===== config.mk =====
export PLATFORM = sky130hd
export DESIGN_NAME = pipeline
export DESIGN_NICKNAME = d
export VERILOG_FILES = /design/src/design/pipeline_pkg.sv /design/src/design/stage_if.sv /design/src/design/stage_id.sv /design/src/design/reg_file.sv /design/src/design/stage_ex.sv /design/src/design/pipeline.sv
export SDC_FILE = /design/constraint.sdc
export NUM_CORES = 2
export LEC_CHECK = 0
export BUFFER_PORTS_ARGS = -buffer_cell sky130_fd_sc_hd__buf_4
export CAP_MARGIN = 20
export CORE_MARGIN = 10
export CORE_UTILIZATION = 35
export DETAILED_ROUTE_END_ITERATION = 8
export PLACE_DENSITY = 0.56
export SYNTH_ARGS = -nofsm -noshare
export SYNTH_HDL_FRONTEND = slang
export SYNTH_HIERARCHICAL = 1
export SYNTH_SLANG_ARGS = --single-unit

===== constraint.sdc =====
create_clock -name clock -period 30.8 [get_ports clock]
set_input_delay 1.54 -clock clock [delete_from_list [all_inputs] [get_ports clock]]
set_output_delay 1.54 -clock clock [all_outputs]
set_load 0.05 [all_outputs]

===== src/design/pipeline_pkg.sv =====
// shared widths, ISA encodings, instruction views and stage packets; imported by every stage
`default_nettype none

package pipeline_pkg;

    ////////////////////////////////////////////////////////////
    // widths and counts
    ////////////////////////////////////////////////////////////

    // data and address width
    localparam int xlen = 32;
    // architectural registers
    localparam int reg_count = 32;
    localparam int reg_idx_bits = 5;

    // pc numbering for accepted words
    localparam logic [xlen-1:0] npc_step = 32'd4;
    localparam logic [xlen-1:0] pc_reset = 32'd0;

    // rv32i alu opcodes
    localparam logic [6:0] opcode_reg = 7'b0110011;
    localparam logic [6:0] opcode_imm = 7'b0010011;

    ////////////////////////////////////////////////////////////
    // instruction word views
    ////////////////////////////////////////////////////////////

    // register-register layout
    typedef struct packed {
        logic [6:0]              funct7;
        logic [reg_idx_bits-1:0] rs2;
        logic [reg_idx_bits-1:0] rs1;
        logic [2:0]              funct3;
        logic [reg_idx_bits-1:0] rd;
        logic [6:0]              opcode;
    } r_fields_t;

    // register-immediate layout
    // imm[10] doubles as the srai select bit
    typedef struct packed {
        logic [11:0]             imm;
        logic [reg_idx_bits-1:0] rs1;
        logic [2:0]              funct3;
        logic [reg_idx_bits-1:0] rd;
        logic [6:0]              opcode;
    } i_fields_t;

    // same 32 bits, read either way
    typedef union packed {
        r_fields_t r;
        i_fields_t i;
    } inst_t;

    // alu operations
    typedef enum logic [3:0] {
        alu_add  = 4'd0,
        alu_sub  = 4'd1,
        alu_and  = 4'd2,
        alu_or   = 4'd3,
        alu_xor  = 4'd4,
        alu_slt  = 4'd5,
        alu_sltu = 4'd6,
        alu_sll  = 4'd7,
        alu_srl  = 4'd8,
        alu_sra  = 4'd9
    } alu_func_e;

    ////////////////////////////////////////////////////////////
    // stage packets
    ////////////////////////////////////////////////////////////

    // fetch to decode
    typedef struct packed {
        logic            valid;
        inst_t           inst;
        logic [xlen-1:0] npc;
    } if_id_packet_t;

    // decode to execute, operands already resolved
    typedef struct packed {
        logic                    valid;
        logic [xlen-1:0]         opa;
        logic [xlen-1:0]         opb;
        alu_func_e               alu_func;
        logic                    has_dest;
        logic [reg_idx_bits-1:0] dest_idx;
        logic [xlen-1:0]         npc;
    } id_ex_packet_t;

    // execute result, also the register file write port
    typedef struct packed {
        logic                    valid;
        logic                    wr_en;
        logic [reg_idx_bits-1:0] wr_idx;
        logic [xlen-1:0]         wr_data;
        logic [xlen-1:0]         npc;
    } commit_packet_t;

endpackage

`default_nettype wire


===== src/design/stage_if.sv =====
// fetch stage: takes instruction words over valid/ready, tags each with its npc, holds IF/ID
`timescale 1ns/10ps
`default_nettype none

module stage_if
    import pipeline_pkg::*;
(
    input  logic          clock,
    input  logic          reset,
    input  logic          inst_valid,
    input  inst_t         inst_data,
    input  logic          id_ready,
    output logic          inst_ready,
    output if_id_packet_t if_id
);

    // IF/ID register, control half
    logic            valid_q;
    // npc handed to the next accepted word
    logic [xlen-1:0] pc_q;
    // IF/ID register, payload half
    inst_t           inst_q;
    logic [xlen-1:0] npc_q;
    // inlet handshake fires
    logic            take;

    ////////////////////////////////////////////////////////////
    // inlet handshake
    ////////////////////////////////////////////////////////////

    // room when empty, or when decode drains it this cycle
    assign inst_ready = !valid_q || id_ready;
    assign take = inst_valid && inst_ready;

    ////////////////////////////////////////////////////////////
    // pc counter and IF/ID valid
    ////////////////////////////////////////////////////////////

    always_ff @(posedge clock or posedge reset) begin
        if (reset) begin
            valid_q <= 1'b0;
            pc_q    <= pc_reset;
        end else begin
            if (take) begin
                valid_q <= 1'b1;
                // one step per accepted word
                pc_q    <= pc_q + npc_step;
            end else if (id_ready) begin
                // item left, nothing new behind it
                valid_q <= 1'b0;
            end
            // otherwise decode stalls, hold
        end
    end

    // payload only moves on a transfer
    always_ff @(posedge clock) begin
        if (take) begin
            inst_q <= inst_data;
            npc_q  <= pc_q;
        end
    end

    // packet out to decode
    always_comb begin
        if_id.valid = valid_q;
        if_id.inst  = inst_q;
        if_id.npc   = npc_q;
    end

endmodule

`default_nettype wire


===== src/design/stage_id.sv =====
// decode stage with ALU format decode, operand select, busy scoreboard and the ID/EX register
`timescale 1ns/10ps
`default_nettype none

module stage_id
    import pipeline_pkg::*;
(
    input  logic                    clock,
    input  logic                    reset,
    input  if_id_packet_t           if_id,
    input  logic [xlen-1:0]         rs1_value,
    input  logic [xlen-1:0]         rs2_value,
    input  commit_packet_t          commit,
    output logic [reg_idx_bits-1:0] rs1_idx,
    output logic [reg_idx_bits-1:0] rs2_idx,
    output logic                    id_ready,
    output id_ex_packet_t           id_ex
);

    inst_t                   inst;
    logic                    is_reg;
    logic                    is_imm;
    alu_func_e               func;
    logic [xlen-1:0]         opb;
    logic                    has_dest;
    // scoreboard with one bit per register
    logic [reg_count-1:0]    busy_q;
    logic [reg_count-1:0]    busy_now;
    logic [reg_count-1:0]    set_mask;
    logic [reg_count-1:0]    clear_mask;
    logic                    keep_busy;
    logic                    stall;
    logic                    advance;
    // ID/EX register
    logic                    valid_q;
    logic [xlen-1:0]         opa_q;
    logic [xlen-1:0]         opb_q;
    alu_func_e               func_q;
    logic                    has_dest_q;
    logic [reg_idx_bits-1:0] dest_q;
    logic [xlen-1:0]         npc_q;

    ////////////////////////////////////////////////////////////
    // format decode
    ////////////////////////////////////////////////////////////

    assign inst   = if_id.inst;
    assign is_reg = (inst.r.opcode == opcode_reg);
    assign is_imm = (inst.r.opcode == opcode_imm);

    // rs1 sits in the same bits in both views
    assign rs1_idx = inst.r.rs1;
    assign rs2_idx = inst.r.rs2;

    // rd of x0 means no write
    assign has_dest = (is_reg || is_imm) && (inst.r.rd != '0);

    always_comb begin
        func = alu_add;
        opb  = rs2_value;
        if (is_reg) begin
            case (inst.r.funct3)
                3'd0: func = inst.r.funct7[5] ? alu_sub : alu_add;
                3'd1: func = alu_sll;
                3'd2: func = alu_slt;
                3'd3: func = alu_sltu;
                3'd4: func = alu_xor;
                3'd5: func = inst.r.funct7[5] ? alu_sra : alu_srl;
                3'd6: func = alu_or;
                default: func = alu_and;
            endcase
        end else if (is_imm) begin
            // sign-extended immediate by default
            opb = {{(xlen-12){inst.i.imm[11]}}, inst.i.imm};
            case (inst.i.funct3)
                3'd0: func = alu_add;
                3'd1: func = alu_sll;
                3'd2: func = alu_slt;
                3'd3: func = alu_sltu;
                3'd4: func = alu_xor;
                3'd5: func = inst.i.imm[10] ? alu_sra : alu_srl;
                3'd6: func = alu_or;
                default: func = alu_and;
            endcase
            // shift-immediates carry shamt in imm[4:0]
            if (inst.i.funct3 == 3'd1 || inst.i.funct3 == 3'd5) begin
                opb = {{(xlen-5){1'b0}}, inst.i.imm[4:0]};
            end
        end
        // unknown opcode falls through as a no-op add
    end

    ////////////////////////////////////////////////////////////
    // scoreboard
    ////////////////////////////////////////////////////////////

    // a younger writer of the same register sitting in ID/EX keeps it busy
    assign keep_busy  = valid_q && has_dest_q && (dest_q == commit.wr_idx);
    // a commit frees its register this cycle and regfile forwards the data
    assign clear_mask = (commit.wr_en && !keep_busy) ? (reg_count'(1) << commit.wr_idx) : '0;
    assign busy_now   = busy_q & ~clear_mask;

    // imm forms only read rs1
    assign stall = ((is_reg || is_imm) && busy_now[inst.r.rs1])
                || (is_reg && busy_now[inst.r.rs2]);

    assign id_ready = !(if_id.valid && stall);
    assign advance  = if_id.valid && !stall;

    assign set_mask = (advance && has_dest) ? (reg_count'(1) << inst.r.rd) : '0;

    always_ff @(posedge clock or posedge reset) begin
        if (reset) begin
            busy_q <= '0;
        end else begin
            // a new writer wins over a same-edge commit
            busy_q <= busy_now | set_mask;
        end
    end

    ////////////////////////////////////////////////////////////
    // ID/EX register
    ////////////////////////////////////////////////////////////

    // execute never stalls so a bubble enters when nothing advances
    always_ff @(posedge clock or posedge reset) begin
        if (reset) begin
            valid_q <= 1'b0;
        end else begin
            valid_q <= advance;
        end
    end

    always_ff @(posedge clock) begin
        if (advance) begin
            opa_q      <= rs1_value;
            opb_q      <= opb;
            func_q     <= func;
            has_dest_q <= has_dest;
            dest_q     <= inst.r.rd;
            npc_q      <= if_id.npc;
        end
    end

    always_comb begin
        id_ex.valid    = valid_q;
        id_ex.opa      = opa_q;
        id_ex.opb      = opb_q;
        id_ex.alu_func = func_q;
        id_ex.has_dest = has_dest_q;
        id_ex.dest_idx = dest_q;
        id_ex.npc      = npc_q;
    end

endmodule

`default_nettype wire


===== src/design/reg_file.sv =====
// architectural register file: x0 hardwired to zero, two read ports, write-through on commit
`timescale 1ns/10ps
`default_nettype none

module reg_file
    import pipeline_pkg::*;
(
    input  logic                    clock,
    input  logic                    reset,
    input  logic [reg_idx_bits-1:0] rs1_idx,
    input  logic [reg_idx_bits-1:0] rs2_idx,
    input  commit_packet_t          commit,
    output logic [xlen-1:0]         rs1_value,
    output logic [xlen-1:0]         rs2_value
);

    // x1..x31 only, x0 has no storage
    logic [xlen-1:0] regs [1:reg_count-1];

    // one read port, bypassing the write in flight
    function automatic logic [xlen-1:0] read_port(input logic [reg_idx_bits-1:0] idx);
        logic [xlen-1:0] value;
        if (idx == '0) begin
            value = '0;
        end else if (commit.wr_en && commit.wr_idx == idx) begin
            value = commit.wr_data;
        end else begin
            value = regs[idx];
        end
        return value;
    endfunction

    // architectural state starts at zero
    always_ff @(posedge clock or posedge reset) begin
        if (reset) begin
            for (int k = 1; k < reg_count; k++) begin
                regs[k] <= '0;
            end
        end else if (commit.wr_en && commit.wr_idx != '0) begin
            regs[commit.wr_idx] <= commit.wr_data;
        end
    end

    assign rs1_value = read_port(rs1_idx);
    assign rs2_value = read_port(rs2_idx);

endmodule

`default_nettype wire


===== src/design/stage_ex.sv =====
// execute stage: ALU on resolved operands, registered commit packet that writes the register file
`timescale 1ns/10ps
`default_nettype none

module stage_ex
    import pipeline_pkg::*;
(
    input  logic           clock,
    input  logic           reset,
    input  id_ex_packet_t  id_ex,
    output commit_packet_t commit
);

    logic [xlen-1:0]         result;
    logic [4:0]              shamt;
    // commit register, control half
    logic                    valid_q;
    logic                    wr_en_q;
    // commit register, payload half
    logic [reg_idx_bits-1:0] wr_idx_q;
    logic [xlen-1:0]         wr_data_q;
    logic [xlen-1:0]         npc_q;

    ////////////////////////////////////////////////////////////
    // alu
    ////////////////////////////////////////////////////////////

    // shifts use the low five bits only
    assign shamt = id_ex.opb[4:0];

    always_comb begin
        case (id_ex.alu_func)
            alu_add:  result = id_ex.opa + id_ex.opb;
            alu_sub:  result = id_ex.opa - id_ex.opb;
            alu_and:  result = id_ex.opa & id_ex.opb;
            alu_or:   result = id_ex.opa | id_ex.opb;
            alu_xor:  result = id_ex.opa ^ id_ex.opb;
            // compares give 0 or 1
            alu_slt:  result = {{(xlen-1){1'b0}}, $signed(id_ex.opa) < $signed(id_ex.opb)};
            alu_sltu: result = {{(xlen-1){1'b0}}, id_ex.opa < id_ex.opb};
            alu_sll:  result = id_ex.opa << shamt;
            alu_srl:  result = id_ex.opa >> shamt;
            alu_sra:  result = $unsigned($signed(id_ex.opa) >>> shamt);
            default:  result = '0;
        endcase
    end

    ////////////////////////////////////////////////////////////
    // commit register
    ////////////////////////////////////////////////////////////

    always_ff @(posedge clock or posedge reset) begin
        if (reset) begin
            valid_q <= 1'b0;
            wr_en_q <= 1'b0;
        end else begin
            valid_q <= id_ex.valid;
            // no-ops and x0 targets arrive with has_dest low
            wr_en_q <= id_ex.valid && id_ex.has_dest;
        end
    end

    always_ff @(posedge clock) begin
        wr_idx_q  <= id_ex.dest_idx;
        wr_data_q <= result;
        npc_q     <= id_ex.npc;
    end

    always_comb begin
        commit.valid   = valid_q;
        commit.wr_en   = wr_en_q;
        commit.wr_idx  = wr_idx_q;
        commit.wr_data = wr_data_q;
        commit.npc     = npc_q;
    end

endmodule

`default_nettype wire


===== src/design/pipeline.sv =====
// top level of the in-order ALU pipeline: fetch, decode, execute and the register file
`timescale 1ns/10ps
`default_nettype none

module pipeline
    import pipeline_pkg::*;
(
    input  logic           clock,
    input  logic           reset,
    // instruction inlet
    input  logic           inst_valid,
    input  inst_t          inst_data,
    output logic           inst_ready,
    // one packet per retired word
    output commit_packet_t commit
);

    ////////////////////////////////////////////////////////////
    // stage links
    ////////////////////////////////////////////////////////////

    if_id_packet_t           if_id;
    logic                    id_ready;
    id_ex_packet_t           id_ex;
    // register file read ports
    logic [reg_idx_bits-1:0] rs1_idx;
    logic [reg_idx_bits-1:0] rs2_idx;
    logic [xlen-1:0]         rs1_value;
    logic [xlen-1:0]         rs2_value;

    // fetch
    stage_if u_stage_if (
        .clock      (clock),
        .reset      (reset),
        .inst_valid (inst_valid),
        .inst_data  (inst_data),
        .id_ready   (id_ready),
        .inst_ready (inst_ready),
        .if_id      (if_id)
    );

    // decode and scoreboard
    stage_id u_stage_id (
        .clock     (clock),
        .reset     (reset),
        .if_id     (if_id),
        .rs1_value (rs1_value),
        .rs2_value (rs2_value),
        .commit    (commit),
        .rs1_idx   (rs1_idx),
        .rs2_idx   (rs2_idx),
        .id_ready  (id_ready),
        .id_ex     (id_ex)
    );

    // written by commit, read by decode
    reg_file u_reg_file (
        .clock     (clock),
        .reset     (reset),
        .rs1_idx   (rs1_idx),
        .rs2_idx   (rs2_idx),
        .commit    (commit),
        .rs1_value (rs1_value),
        .rs2_value (rs2_value)
    );

    // execute, drives commit
    stage_ex u_stage_ex (
        .clock  (clock),
        .reset  (reset),
        .id_ex  (id_ex),
        .commit (commit)
    );

endmodule

`default_nettype wire


==> impl_results.md <==
- CTS Buffer Depth: 3
- M2 GR Usage: 33.99%
- Final setup TNS: 0 ps
- Slew Limit Fails: 0
- Gr usage total: 22.16%
- DRC: 0
- Dpl ws: 24780 ps
- Dominant cell type by area after synthesis: dfrtp_1
- Setup Skew: 37.17 ps
- Status: complete, no violations
- Max_cap viols: 0
- Post-synthesis instance total: 5807
- Fin worst setup slack: 24000 ps
- RSZ-0062 raised after global routing: false
- Share of layout cells above drive strength 1: 36.80%
- TritonCTS clock tree: yes
- H-tree depth reported by CTS: 4
- Commonest cells post-synth: mux2_2, dfrtp_1, mux4_2
- Async set or reset register ratio after synthesis: 81.70%
- Minimum clock period after layout: 6797 ps
- WS Path Type: reg -> out
- Initial DRC count: 5759
- IO Pins: 107
- Root Driver: clkbuf_16
- Number of port buffers: 106
- P_leak: 35.95 nW
- Worst VDD drop: 0.06021 mV
- Post-CTS Hold Buffers: 0
- Clock slew at reported path FFs: 60 ps
- Antenna violations before repair: 9
- FF+latch count, synth: 1295
- Worst-path maximum fanout: 26
- Cell with the most instances after synthesis: mux2_2
- P per Cell Area: 56.13 nW/µm²
- Worst Hold Class: reg -> reg
- Post-DP HPWL: 159000 µm
- Startpoint types: flop
- Gpl congestion: 0.9431
- Hold slack: 338.6 ps
- Layout overhead on the synthesized area: 10.86%
- Worst path required time: 29260 ps
- Most used routing layer: met2
- Vias in the first global route: 52.84k
- Placed Cells: 8303
- Post-synth top flop: dfrtp_1
- Core area: 209800 µm²
- Worst skew pair latency: 810 ps
- EDFF count, synth: 168
- Vias per cell: 6.116
- DIE WIDTH: 479.3 µm
- Die area: 229700 µm²
- Post-synthesis cell type count: 105
- Largest net degree at the start of global routing: 178
- CP endpoint kind: output port
- Area contributors post-synth: dfrtp_1, mux2_2, mux4_2, edfxtp_1, mux2i_1
- Grt met3 use: 4.671%
- Seq/Total Area, Yosys: 44.56%
- CTS resizes: 0
- Avg WL per Cell: 30.64 µm
- Worst slew margin relative to its limit: 14.93%
- Height of the chip: 479.3 µm
- Achievable frequency: 0.1471 GHz
- Rows: 168
- Initial cell density of the core: 35.19%
- TritonCTS Buffers: 152
- First-pass GRT wire length: 381000 µm
- Post CTS Setup Buffer Count: 0
- Hold Violations, Final: 0
- Final worst-path cycle share: 22.07%
- Final count of negative-setup-slack endpoints: 0
- Nets: 5790
- M1 GR Usage: 30.71%
- Measured slew at the worst slew-check pin: 1263 ps
- Share of the synthesized area in the top cell type: 35.86%
- 1st-pass router iterations: 6
- Via Count: 52.54k
- Overflow after GRT: 0
- DRT Wirelength: 263200 µm
- Ys Warns: 6
- ANT nets after route: 0
- Cell Count, Final, Fillers Out: 8590
- Clk sink count: 1295
- Critical path arrival: 5260 ps
- Netlist Area Pre-Place: 73830 µm²
- Mean Syn Cell Area: 12.71 µm²
## power by group
group	internal [W]	leakage, nW	switching (W)
registers	0.00187	16.7	0.000110
logic	0.000315	16.7	0.000484
clock network	0.00105	2.48	0.000765
## cells in the final DEF (no fill, tap or decap), types with 24 or more instances in the layout
master     count
clkbuf_16    155
a211oi_1      27
nor2_1       191
clkinv_2      35
nand3_1       82
nand2b_1      32
o221a_1       35
mux2_1        24
dfxtp_1       69
dfrtp_1     1058
or3_1         25
nor3_1        58
mux2_2      1106
a31oi_1       34
a221oi_1      64
mux4_2       378
edfxtp_1     168
ha_1          98
mux2i_1      311
xnor2_1       33
buf_4        252
o22ai_1       47
a21o_1        38
inv_1        110
nand2_1      198
o211ai_1      93
a21oi_1      172
a22oi_1      122
xor2_1        36
clkbuf_1      39
o21ai_0      195
## cell families after synthesis
| kind of cell | count (synthesis) | synth area share, % |
|---|---|---|
| AND/OR/NAND/NOR | 790 | 5.296 |
| buffers and inverters | 689 | 4.620 |
| XOR/XNOR | 69 | 0.8185 |
| other | 1 | 0.005079 |
| adder cells (fa/ha/maj) | 100 | 1.715 |
| flip-flops | 1295 | 44.56 |
| multiplexers | 1819 | 32.98 |
| AO/OA/AOI/OAI | 1044 | 10.00 |
## layout make-up
class	instances	area (µm²)
diodes	5	12.51
clock buffers	216	4328
clock inverters	63	683.2
fillers	20040	127900
inverters	117	446.7
multi-input cells	3824	37810
flip-flops and latches	1295	32900
well taps	2805	3510
repair buffers	265	2152
## state kept, by name, summed over array words and instances (netlist names)
register	cells
u_stage_id/opb_q	32
u_reg_file/regs	992
u_stage_id/func_q	4
u_stage_id/busy_q	32
u_stage_id/valid_q	1
u_stage_id/has_dest_q	1
u_stage_id/opa_q	32
u_stage_if/inst_q	32
u_stage_id/npc_q	32
u_stage_ex/wr_en_q	1
u_stage_ex/npc_q	32
u_stage_ex/wr_idx_q	5
u_stage_ex/valid_q	1
u_stage_if/npc_q	30
u_stage_if/pc_q	30
u_stage_if/valid_q	1
u_stage_ex/wr_data_q	32
u_stage_id/dest_q	5
## final timing paths
kind                                              from                   end  slack [ps]  cells after the start
worst max-delay path            u_stage_ex/wr_idx_q[0]            inst_ready       24000                     11
worst min-delay path              u_stage_id/npc_q[19]  u_stage_ex/npc_q[19]         340                      0
worst max register to register  u_stage_ex/wr_idx_q[0]  u_stage_id/opa_q[30]       25170                     12
worst min register to register    u_stage_id/npc_q[19]  u_stage_ex/npc_q[19]         340                      0
max in group asynchronous                        reset  u_reg_file/regs[173]       26790                      6
min in group asynchronous                        reset    u_stage_ex/wr_en_q         690                      2
## layer usage
metal  routed length [µm]  share of wire (%)
met5                   13             0.0049
met4                10580                4.0
met3                22190                8.4
met2               118300                 45
met1               112100                 43
## critical path: stages, from the launching register on
cell and delay (ps):
dfxtp_1 930, xor2_1 150, or4_4 700, nor2_4 400, o31ai_1 220, o311ai_1 330, a211oi_1 180, or4_4 560
nand2_4 410, nand2_2 60, nand2b_1 250, buf_4 240
## through the flow
step / instance area [µm²] / utilization (%) / power (W)
after floorplan: 73840 / - / 0.002540
after global placement: 76740 / 36.58 / 0.002784
after detailed placement: 76750 / 36.59 / 0.002799
after CTS: 81760 / 38.97 / 0.004624
after global routing: 81830 / 39.01 / 0.004770
final: 81850 / 39.02 / 0.004594
Power figures use the tool's default switching activity.
